<file path="src/intr_pkg.sv">
// Interrupt aggregator definitions
package intr_pkg;

    // ------------------------------
    // Source numbering
    // ------------------------------
    // Block order is aes, ecc, hmac, sha512, mbox
    localparam int NUM_BLOCKS  = 5;
    localparam int SRC_PER_BLK = 2;                         // error then notif
    localparam int NUM_SRC     = NUM_BLOCKS * SRC_PER_BLK;  // Default source count

    // ------------------------------
    // Widths
    // ------------------------------
    localparam int SRC_IDX_W = 4;  // Flat source index
    localparam int BLK_W     = 3;  // Block number within an index
    localparam int VEC_W     = 5;  // Core external interrupt number

    // Source index word
    //   flat : ordering key, lower wins
    //   src  : block number over error/notif kind
    typedef union packed {
        logic [SRC_IDX_W-1:0] flat;
        struct packed {
            logic [BLK_W-1:0] blk;
            logic             kind;  // 1 for notif
        } src;
    } src_idx_u;

endpackage

</file>
<file path="src/intr_capture.sv">
// Interrupt edge capture
module intr_capture #(
    parameter int NUM_BLOCKS = intr_pkg::NUM_BLOCKS
) (
    input  logic                                         clk,
    input  logic                                         rst_i,
    input  logic [intr_pkg::SRC_PER_BLK*NUM_BLOCKS-1:0]  src_i,
    input  logic                                         claim_valid_i,
    input  intr_pkg::src_idx_u                           claim_idx_i,
    output logic [intr_pkg::SRC_PER_BLK*NUM_BLOCKS-1:0]  pending_o
);

    import intr_pkg::*;

    localparam int N_SRC = SRC_PER_BLK * NUM_BLOCKS;

    logic [N_SRC-1:0] src_q;      // Sampled levels
    logic [N_SRC-1:0] src_d;      // Levels one cycle earlier
    logic [N_SRC-1:0] rise;
    logic [N_SRC-1:0] clr;
    logic [N_SRC-1:0] pending_q;

    assign rise = src_q & ~src_d;

    // One-hot clear of the claimed source
    always_comb begin
        clr = '0;
        if (claim_valid_i) begin
            clr[claim_idx_i.flat] = 1'b1;
        end
    end

    // ------------------------------
    // Level history and pending bits
    // ------------------------------
    always_ff @(posedge clk) begin
        if (rst_i) begin
            src_q     <= '0;
            src_d     <= '0;
            pending_q <= '0;
        end else begin
            src_q     <= src_i;
            src_d     <= src_q;
            pending_q <= (pending_q & ~clr) | rise;  // New edge beats the clear
        end
    end

    assign pending_o = pending_q;

endmodule

</file>
<file path="src/intr_arbiter.sv">
// Lowest index interrupt arbiter
module intr_arbiter #(
    parameter int NUM_BLOCKS = intr_pkg::NUM_BLOCKS
) (
    input  logic                                         clk,
    input  logic                                         rst_i,
    input  logic [intr_pkg::SRC_PER_BLK*NUM_BLOCKS-1:0]  pending_i,
    output logic                                         claim_valid_o,
    output intr_pkg::src_idx_u                           claim_idx_o,
    output logic                                         sel_valid_o,
    output intr_pkg::src_idx_u                           sel_idx_o,
    input  logic                                         sel_ready_i
);

    import intr_pkg::*;

    localparam int N_SRC = SRC_PER_BLK * NUM_BLOCKS;

    logic     any_pend;
    logic     load;
    src_idx_u low_idx;
    logic     sel_valid_q;
    src_idx_u sel_idx_q;  // Holding register

    // ------------------------------
    // Priority pick
    // ------------------------------
    // Scan from the top so the lowest set bit is written last
    always_comb begin
        low_idx = '0;
        for (int i = N_SRC - 1; i >= 0; i--) begin
            if (pending_i[i]) begin
                low_idx.flat = SRC_IDX_W'(i);
            end
        end
    end

    assign any_pend = |pending_i;

    // Slot free, or draining into delivery this cycle
    assign load = any_pend && (!sel_valid_q || sel_ready_i);

    // Claim pulses with the load, capture clears on the same edge
    assign claim_valid_o = load;
    assign claim_idx_o   = low_idx;

    // ------------------------------
    // Holding register
    // ------------------------------
    always_ff @(posedge clk) begin
        if (rst_i) begin
            sel_valid_q <= 1'b0;
        end else if (load) begin
            sel_valid_q <= 1'b1;
        end else if (sel_ready_i) begin
            sel_valid_q <= 1'b0;      // Taken with nothing to refill
        end
    end

    always_ff @(posedge clk) begin
        if (load) begin
            sel_idx_q <= low_idx;
        end
    end

    assign sel_valid_o = sel_valid_q;
    assign sel_idx_o   = sel_idx_q;

endmodule

</file>
<file path="src/intr_delivery.sv">
// Interrupt vector delivery
module intr_delivery (
    input  logic                       clk,
    input  logic                       rst_i,
    input  logic                       sel_valid_i,
    input  intr_pkg::src_idx_u         sel_idx_i,
    output logic                       sel_ready_o,
    output logic                       intr_req_o,
    input  logic                       intr_ack_i,
    output logic [intr_pkg::VEC_W-1:0] intr_vec_o,
    output logic                       intr_notif_o
);

    import intr_pkg::*;

    // ------------------------------
    // Handshake states
    // ------------------------------
    localparam logic [1:0] ST_IDLE     = 2'd0;
    localparam logic [1:0] ST_REQ      = 2'd1;  // req high, waiting for ack
    localparam logic [1:0] ST_WAIT_LOW = 2'd2;  // req low, waiting for ack to drop
    localparam logic [1:0] ST_DONE     = 2'd3;  // One cycle before idle

    logic [1:0]       state_q;
    logic [1:0]       state_d;
    logic             xfer;
    logic [VEC_W-1:0] vec_q;
    logic             notif_q;

    assign sel_ready_o = (state_q == ST_IDLE);
    assign xfer        = sel_valid_i && sel_ready_o;

    always_comb begin
        state_d = state_q;
        case (state_q)
            ST_IDLE: begin
                if (xfer) begin
                    state_d = ST_REQ;
                end
            end
            ST_REQ: begin
                if (intr_ack_i) begin
                    state_d = ST_WAIT_LOW;
                end
            end
            ST_WAIT_LOW: begin
                if (!intr_ack_i) begin
                    state_d = ST_DONE;
                end
            end
            default: begin
                state_d = ST_IDLE;
            end
        endcase
    end

    always_ff @(posedge clk) begin
        if (rst_i) begin
            state_q <= ST_IDLE;
        end else begin
            state_q <= state_d;
        end
    end

    // ------------------------------
    // Vector payload
    // ------------------------------
    // Vector 0 is reserved by the core, so index i goes out as i+1
    always_ff @(posedge clk) begin
        if (xfer) begin
            vec_q   <= VEC_W'(sel_idx_i.flat) + VEC_W'(1);
            notif_q <= sel_idx_i.src.kind;
        end
    end

    assign intr_req_o   = (state_q == ST_REQ);
    assign intr_vec_o   = vec_q;    // Stable through the whole request
    assign intr_notif_o = notif_q;

endmodule

</file>
<file path="src/intr_top.sv">
// Interrupt aggregator top
module intr_top #(
    parameter int NUM_BLOCKS = intr_pkg::NUM_BLOCKS  // aes, ecc, hmac, sha512, mbox
) (
    input  logic                                         clk,
    input  logic                                         rst_i,
    // Source 2*b is block b error, 2*b+1 is block b notif
    input  logic [intr_pkg::SRC_PER_BLK*NUM_BLOCKS-1:0]  src_i,
    output logic                                         intr_req_o,
    input  logic                                         intr_ack_i,
    output logic [intr_pkg::VEC_W-1:0]                   intr_vec_o,
    output logic                                         intr_notif_o
);

    import intr_pkg::*;

    localparam int N_SRC = SRC_PER_BLK * NUM_BLOCKS;

    logic [N_SRC-1:0] pending;
    logic             claim_valid;
    src_idx_u         claim_idx;
    logic             sel_valid;
    logic             sel_ready;
    src_idx_u         sel_idx;

    // ------------------------------
    // Edge capture
    // ------------------------------
    intr_capture #(
        .NUM_BLOCKS    (NUM_BLOCKS)
    ) u_capture (
        .clk           (clk),
        .rst_i         (rst_i),
        .src_i         (src_i),
        .claim_valid_i (claim_valid),
        .claim_idx_i   (claim_idx),
        .pending_o     (pending)
    );

    // ------------------------------
    // Selection
    // ------------------------------
    intr_arbiter #(
        .NUM_BLOCKS    (NUM_BLOCKS)
    ) u_arbiter (
        .clk           (clk),
        .rst_i         (rst_i),
        .pending_i     (pending),
        .claim_valid_o (claim_valid),
        .claim_idx_o   (claim_idx),
        .sel_valid_o   (sel_valid),
        .sel_idx_o     (sel_idx),
        .sel_ready_i   (sel_ready)
    );

    // ------------------------------
    // Core handshake
    // ------------------------------
    intr_delivery u_delivery (
        .clk           (clk),
        .rst_i         (rst_i),
        .sel_valid_i   (sel_valid),
        .sel_idx_i     (sel_idx),
        .sel_ready_o   (sel_ready),
        .intr_req_o    (intr_req_o),
        .intr_ack_i    (intr_ack_i),
        .intr_vec_o    (intr_vec_o),
        .intr_notif_o  (intr_notif_o)
    );

endmodule

</file>
<file path="config.mk">
export PLATFORM = sky130hd
export DESIGN_NAME = intr_top
export DESIGN_NICKNAME = d
export VERILOG_FILES = /design/src/intr_pkg.sv /design/src/intr_capture.sv /design/src/intr_arbiter.sv /design/src/intr_delivery.sv /design/src/intr_top.sv
export SDC_FILE = /design/constraint.sdc
export NUM_CORES = 1
export LEC_CHECK = 0
export ABC_AREA = 1
export BUFFER_PORTS_ARGS = -buffer_cell sky130_fd_sc_hd__buf_2
export CORE_UTILIZATION = 44
export DETAILED_ROUTE_END_ITERATION = 8
export PLACE_DENSITY = 0.62
export SLEW_MARGIN = 15
export SYNTH_ARGS = -nofsm -noshare
export SYNTH_HDL_FRONTEND = slang
export SYNTH_SLANG_ARGS = --single-unit
</file>
<file path="constraint.sdc">
create_clock -name clk -period 1.6 [get_ports clk]
set_input_delay 0.16 -clock clk [delete_from_list [all_inputs] [get_ports clk]]
set_output_delay 0.16 -clock clk [all_outputs]
set_load 0.01 [all_outputs]
</file>
==> results of run 1 <==
[final timing paths]
check,from,endpoint,slack [ns],depth (start not counted)
setup / recovery,u_delivery.state_q[0],u_capture.pending_o[3],0.12,8
hold / removal,src_i[5],u_capture.src_q[5],0.06,3
setup reg to reg,u_delivery.state_q[0],u_capture.pending_o[3],0.12,8
hold reg to reg,u_capture.src_q[4],u_capture.src_d[4],0.42,2
[sequential cells by signal, summed over array words and instances, names as in the netlist]
name and cells:
u_delivery.intr_vec_o 5, u_arbiter.sel_idx_o 4, u_capture.src_q 10, u_arbiter.sel_valid_o 1, u_delivery.intr_notif_o 1, u_capture.pending_o 10
u_delivery.state_q 2, u_capture.src_d 10
[per-layer routing]
metal,part of all wire,wire length (µm),GRT usage
met3,0.046,115,0.0528
met1,0.42,1070,0.134
met5,0,0,0
met2,0.51,1280,0.273
met4,0.023,57,0.0734
[synthesized netlist by cell type (3+ instances only)]
| library cell | count |
|---|---|
| nor2_2 | 3 |
| o21ai_0 | 3 |
| inv_2 | 6 |
| nand3_1 | 5 |
| nand4_1 | 4 |
| dfxtp_1 | 33 |
| a21oi_1 | 3 |
| ha_1 | 5 |
| inv_1 | 41 |
| edfxtp_1 | 10 |
| nand2_1 | 28 |
| nand2_2 | 4 |
| clkbuf_1 | 3 |
| nor2_1 | 33 |
[worst max-delay path, cell delays in order, from the launching register on]
cell and delay, ns:
dfxtp_1 0.36, inv_1 0.08, ha_1 0.24, nor2_2 0.23, inv_1 0.10, and2_1 0.19, nand2_2 0.08, o21ai_1 0.06
o31ai_1 0.06
[area by class of cell]
cell class,instances,area share
multi-input combinational,106,0.292
timing repair buffer,20,0.0517
clock buffer,5,0.0347
inverter,50,0.0991
tap,48,0.0303
sequential,43,0.485
clock inverter,3,0.00757
[where the power goes]
| group | internal (mW) | total [mW] | switching (mW) |
|---|---|---|---|
| Sequential | 1.34 | 1.41 | 0.0779 |
| Combinational | 0.235 | 0.638 | 0.403 |
| Clock | 0.298 | 0.651 | 0.353 |
[per-stage QoR]
step,cells,instance area [µm²]
after floorplan,202,1750
after global placement,267,1900
final,275,1980
after CTS,275,1980
after global routing,275,1980
after detailed placement,267,1900
[logic make-up (layout without fill, tap and decap cells)]
group | after synthesis | count (layout) | synth area share
AOI/OAI and AO/OA | 14 | 14 | 0.0480
and+or+nand+nor | 85 | 85 | 0.238
buffers and inverters | 53 | 78 | 0.119
xor gates and xnor gates | 2 | 2 | 0.0100
DFF | 43 | 43 | 0.550
adders and majority gates | 5 | 5 | 0.0358
==> flow_summary.ini, run 1 <==
[floorplan]
die_w_um = 65.0
start_util = 0.467
core_um2 = 3740
rows = 22
die_y_um = 65.0
num_io_pins = 20
die-area_um2 = 4230

[timing]
fin_crit_sh = 0.928
fin_ws_ns = 0.115
hold_viol = 0
tns_ns = 0
rsz0062_at_grt = true
timing.hold.ws_ns = 0.0577
skew_ns = 0.00218
relSlewSlack = 0.686
fin_crit_ns = 1.48
slew_violations = 0
tightest_slew_ns = 0.469
finalSetupViolCount = 0
fmax_mhz = 674

[synthesis]
ys.flop_type = dfxtp_1
synth_top_cell_by_area = dfxtp_1
synthArstFlopShare = 0
syn_inst = 202
syn_nets = 220
synth_edf_count = 10
seq_area_frac_synth = 0.550
synth-seq-cells = 43
synth_top_area_frac = 0.378
post_synth_instance_area_um2 = 1750
yosys_warnings = 0
postSynthAreaPerCell_um2 = 8.65
synth_cell_types = 31
synthTopCellsByArea = dfxtp_1 38%, edfxtp_1 17%, inv_1 8.8%

[route]
avgRoutedWirePerCell_um = 9.17
dr.pass1.iters = 4
initialDrtViolationCount = 36
ant_nets = 0
drc_errors = 0
finalWirelength_um = 2520
vias = 1209
routed_via_density = 4.40

[pwr]
p_leak_nw = 0.959
p_per_area_nw_per_um2 = 1360
max-vdd-ir-drop_uv = 732
total_power_mw = 2.70

[final_layout]
fill_cells = 372
drive_above_1_share = 0.225
utilization = 0.530
finalNetCount = 244
multi_input_area_um2 = 579
layout_common_cells = 41 x inv_1, 33 x nor2_1, 33 x dfxtp_1, 28 x nand2_1, 19 x buf_2
mostFrequentLayoutCell = inv_1
area_growth_pct = 13.5
register_area_um2 = 961
antenna_cells = 0

[setup_path]
end_kind = flop
timing_worst_setup_path_type = flop to flop
worstPathArrival_ns = 1.70
worstPathRequired_ns = 1.82
crit_path_max_fanout = 5
start_kind = flop

[worst_hold_path]
min_path_type = primary input to flop

[clock_network]
clock_latency_ns = 0.30
cts_resized = 0
cts_tree = done
numCtsBuffers = 5
root_buffer = clkbuf_8
cts_hold_buffers = 0
clk_pin_slew_worst_paths_ns = 0.07
clockBufferDepth = 2
cts_setup_buffers = 0
htreeDepth = 2
cts.sinks = 43

[grt]
overflow = 0
grt_pass1_wl_um = 4550
grt_max_degree = 26
antenna_found_initial = 0
grt_pass1_vias = 1180
grt_usage = 0.145

[placed_design]
gp_congestion = 0.820
place_hpwl_um = 1880
io_buffers = 19
dp_slack_ns = 0.104

[flow_run]
cap_violations = 0

[run_status]
status = finished clean
(Power assumes the default switching activity.)
==> run 2, diff against run 1 <==
Settings changed: CORE_ASPECT_RATIO from default to 0.7.
==> flow_summary.ini, run 2 (synthesis gave the netlist of run 1 again) <==
[pwr]
comb_power_share = 0.245
p_clk_frac = 0.230
p_sw_mw = 0.822
total_power_mw = 2.70
p_per_area_nw_per_um2 = 1350
p_sw_frac = 0.305
power_frac_seq = 0.525
p_int_mw = 1.88
max-vdd-ir-drop_uv = 785
p_leak_nw = 0.957

[grt]
grt_pass1_wl_um = 4370
overflow = 0
grt_max_degree = 13
grt_pass1_vias = 1017
antenna_found_initial = 0
grt_usage = 0.140

[clock_network]
htreeDepth = 2
clk_pin_slew_worst_paths_ns = 0.07
numCtsBuffers = 5
root_buffer = clkbuf_8
clock_latency_ns = 0.29
clockBufferDepth = 2
cts_setup_buffers = 0
cts_tree = done
cts.sinks = 43

[timing]
skew_ns = 0.00573
hold_viol = 0
tns_ns = 0
fin_crit_sh = 0.895
fmax_mhz = 699
finalSetupViolCount = 0
tightest_slew_ns = 0.328
fin_crit_ns = 1.43
slew_violations = 0
relSlewSlack = 0.780

[setup_path]
r2r-end = u_capture.pending_o[3]
r2r_slack_ns = 0.17
worstPathRequired_ns = 1.81
start_kind = flop
crit_path_max_fanout = 5
timing.rr.start = u_delivery.state_q[0]
worstPathArrival_ns = 1.64
timing_worst_setup_path_type = flop to flop
end_kind = flop
r2r_cells = 8

[floorplan]
rows = 18
num_io_pins = 20
die_y_um = 54.7
die_w_um = 77.3
die-area_um2 = 4230
core_um2 = 3650
start_util = 0.479

[final_layout]
antenna_cells = 0
final_area_um2 = 2000
finalNetCount = 245
drive_above_1_share = 0.219
layout_common_cells = 41 x inv_1, 33 x nor2_1, 33 x dfxtp_1, 28 x nand2_1, 19 x buf_2
area_growth_pct = 14.5
mostFrequentLayoutCell = inv_1

[route]
vias = 1181
drc_errors = 0
avgRoutedWirePerCell_um = 9.08
ant_nets = 0
initialDrtViolationCount = 38
finalWirelength_um = 2530
routed_via_density = 4.25
dr.pass1.iters = 4

[placed_design]
postPlaceCellArea_um2 = 1910
io_buffers = 19
gp_congestion = 0.819
place_hpwl_um = 1850

[flow_run]
cap_violations = 0

[run_status]
status = finished clean

[worst_hold_path]
worstHoldStart = src_i[2]
min_path_type = primary input to flop
holdPathStages = 3
whs_endpoint = u_capture.src_q[2]
## run 2: changes by cell type in the layout (fill, tap and decap cells not counted), sizes merged
cell	change
clkinv	-1
clkbuf	+1
buf	+1
## run 2: final cells by class
type / count / area (µm²)
Clock buffer: 6 / 72.6
Clock inverter: 2 / 7.51
Fill cell: 348 / 1650
Inverter: 50 / 196
Multi-Input combinational cell: 106 / 591
Sequential cell: 43 / 961
Tap cell: 50 / 62.6
Timing Repair Buffer: 21 / 110
## run 2: worst max path at each step
stage,start,end,cells after the start
6_report,u_delivery.state_q[0],u_capture.pending_o[3],8
5_1_grt,u_delivery.state_q[0],u_capture.pending_o[2],8
4_1_cts,u_delivery.state_q[0],u_arbiter.sel_idx_o[3],4
3_5_place_dp,u_delivery.state_q[0],u_arbiter.sel_idx_o[0],4
3_3_place_gp,u_delivery.state_q[0],u_arbiter.sel_idx_o[0],4
2_1_floorplan,u_delivery.state_q[0],u_arbiter.sel_idx_o[0],4
## run 2: power groups by stage
stage | clock [mW] | sequential [mW] | combinational (mW)
after floorplan | 0 | 1.46 | 0.455
after global placement | 0 | 1.44 | 0.640
after detailed placement | 0 | 1.44 | 0.648
after CTS | 0.641 | 1.42 | 0.650
after global routing | 0.684 | 1.44 | 0.759
final | 0.621 | 1.41 | 0.661
## run 2: what timing repair did
action,4_1_cts,5_1_grt
resized for setup,0,2
hold endpoints to repair,0,0
setup endpoints to repair,0,10
hold buffers,0,0
## run 2: metal layers
layer	vias to the layer above	wire length (µm)	part of all wire	global-route usage
li1	659	-	-	-
met1	493	1360	0.54	0.178
met2	25	983	0.39	0.206
met3	4	140	0.055	0.0517
met4	0	39	0.015	0.0849
met5	-	0	0	0
## run 2: metrics by stage
| step | utilization | hold slack, ns | setup WS (ns) | instances |
|---|---|---|---|---|
| 5_1_grt | 0.548 | 0.0586 | -0.00434 | 278 |
| 3_3_place_gp | 0.523 | 0.362 | 0.150 | 270 |
| 3_5_place_dp | 0.523 | 0.366 | 0.105 | 270 |
| 4_1_cts | 0.545 | 0.0667 | 0.104 | 278 |
| 2_1_floorplan | - | 0.267 | 0.254 | 202 |
| 6_report | 0.548 | 0.0709 | 0.169 | 278 |
## run 2: worst max-delay path, cell delays in order, from the launching register on
cell and delay (ns):
dfxtp_1 0.37, inv_1 0.09, ha_1 0.27, nor2_4 0.17, inv_1 0.08, and2_1 0.18
nand2_2 0.08, o21ai_1 0.06, o31ai_1 0.06
==> run 3, diff against run 2 <==
Settings changed: CELL_PAD_IN_SITES_DETAIL_PLACEMENT from default to 2, CELL_PAD_IN_SITES_GLOBAL_PLACEMENT from default to 2, CORE_MARGIN from default to 5, CORE_UTILIZATION 44 to 37, PLACE_DENSITY 0.62 to 0.81.
Clock period 1.6 ns to 1.7 ns, I/O delays scaled along.
==> flow_summary.ini, run 3 (synthesis gave the netlist of run 1 again) <==
[timing]
finalSetupViolCount = 0
fin_crit_sh = 0.921
tightest_slew_ns = 0.500
tns_ns = 0
rsz0062_at_grt = false
relSlewSlack = 0.665
slew_violations = 0
hold_viol = 0
fin_crit_ns = 1.57
skew_ns = 0.00741
fmax_mhz = 638

[setup_path]
crit_path_top_delay_cell = a31oi_1
crit_family = compound AO/OA/AOI/OAI gates
crit_path_cell_trace = inv_1, ha_1, nor2_4, a31oi_1
end_kind = flop
cp_num_buf_inv = 1
start_kind = flop
worstPathRequired_ns = 1.64
worstPathArrival_ns = 1.51
timing_worst_setup_path_type = flop to flop
crit_path_max_fanout = 5
crit_path_max_incr_delay_ns = 0.41

[floorplan]
die_w_um = 92.2
die-area_um2 = 6220
rows = 20
core_um2 = 4450
num_io_pins = 20
die_y_um = 67.5
start_util = 0.392

[placed_design]
io_buffers = 19
gp_congestion = 0.771
place_hpwl_um = 3010

[clock_network]
cts_setup_buffers = 0
clock_latency_ns = 0.30
numCtsBuffers = 5
clockBufferDepth = 2
cts.sinks = 43
root_buffer = clkbuf_8
clk_pin_slew_worst_paths_ns = 0.08
cts_tree = done
htreeDepth = 2

[grt]
grt_max_degree = 14
overflow = 0
grt_pass1_vias = 1504
grt_usage = 0.148
antenna_found_initial = 0
grt_pass1_wl_um = 7030

[pwr]
p_leak_nw = 0.977
total_power_mw = 2.85
max-vdd-ir-drop_uv = 818
p_per_area_nw_per_um2 = 1400

[final_layout]
multi_input_area_um2 = 584
drive_above_1_share = 0.228
area_growth_pct = 16.6
finalNetCount = 245
register_area_um2 = 961
antenna_cells = 0
layout_common_cells = 41 x inv_1, 33 x nor2_1, 33 x dfxtp_1, 28 x nand2_1, 19 x buf_2
fill_cells = 504
mostFrequentLayoutCell = inv_1

[route]
initialDrtViolationCount = 12
finalWirelength_um = 4070
routed_via_density = 4.71
drc_errors = 0
ant_nets = 0
vias = 1332
dr.pass1.iters = 4
avgRoutedWirePerCell_um = 14.4

[run_status]
status = finished clean

[flow_run]
cap_violations = 0

[worst_hold_path]
min_path_type = primary input to flop
==> run 3: where the power goes <==
part           internal (mW)  switching, mW  total (mW)
Combinational          0.233          0.455       0.688
Clock                  0.475          0.342       0.817
Sequential              1.26         0.0845        1.34
==> run 3: repair_timing <==
action,4_1_cts,5_1_grt
gates resized for setup,0,1
endpoints found under the setup margin,0,3
hold buffers,0,0
hold endpoints to repair,0,0
==> run 3: area by class of cell <==
cell class,instances,share of cell area
clock buffers,6,0.0405
clock inverters,2,0.0172
inverters,50,0.0964
multi-input cells,106,0.287
flip-flops and latches,43,0.471
well taps,55,0.0338
repair buffers,21,0.0540
==> run 3: through the flow <==
step	worst slack (ns)	util	area (µm²)	hold WS, ns	std cells
after global placement	0.274	0.430	1920	0.370	275
final	0.134	0.458	2040	0.0775	283
after floorplan	0.354	-	1750	0.277	202
after detailed placement	0.121	0.430	1920	0.381	275
after global routing	0.0295	0.458	2040	0.0642	283
after CTS	0.113	0.456	2030	0.0689	283
==> run 3: metal layers <==
layer / up-vias / global-route usage / share of wire
li1: 657 / - / -
met4: 0 / 0.0574 / 0.017
met2: 22 / 0.276 / 0.51
met1: 645 / 0.161 / 0.43
met3: 8 / 0.0445 / 0.041
met5: - / 0 / 0
==> run 3: worst register-to-register path, delay by kind of cell (launching register included) <==
kind | cells | cell delay (ns)
adder cells (fa/ha/maj) | 1 | 0.28
buffers and inverters | 1 | 0.11
AND/OR/NAND/NOR | 1 | 0.09
flip-flops | 1 | 0.34
AO/OA/AOI/OAI | 1 | 0.41
==> run 3: worst paths after layout <==
check	from	to	slack [ns]	depth (start not counted)
min	src_i[8]	u_capture.src_q[8]	0.08	3
max	u_delivery.state_q[0]	u_arbiter.sel_idx_o[2]	0.13	4
max reg2reg	u_delivery.state_q[0]	u_arbiter.sel_idx_o[2]	0.13	4
min reg2reg	u_capture.src_d[0]	u_capture.pending_o[0]	0.42	1
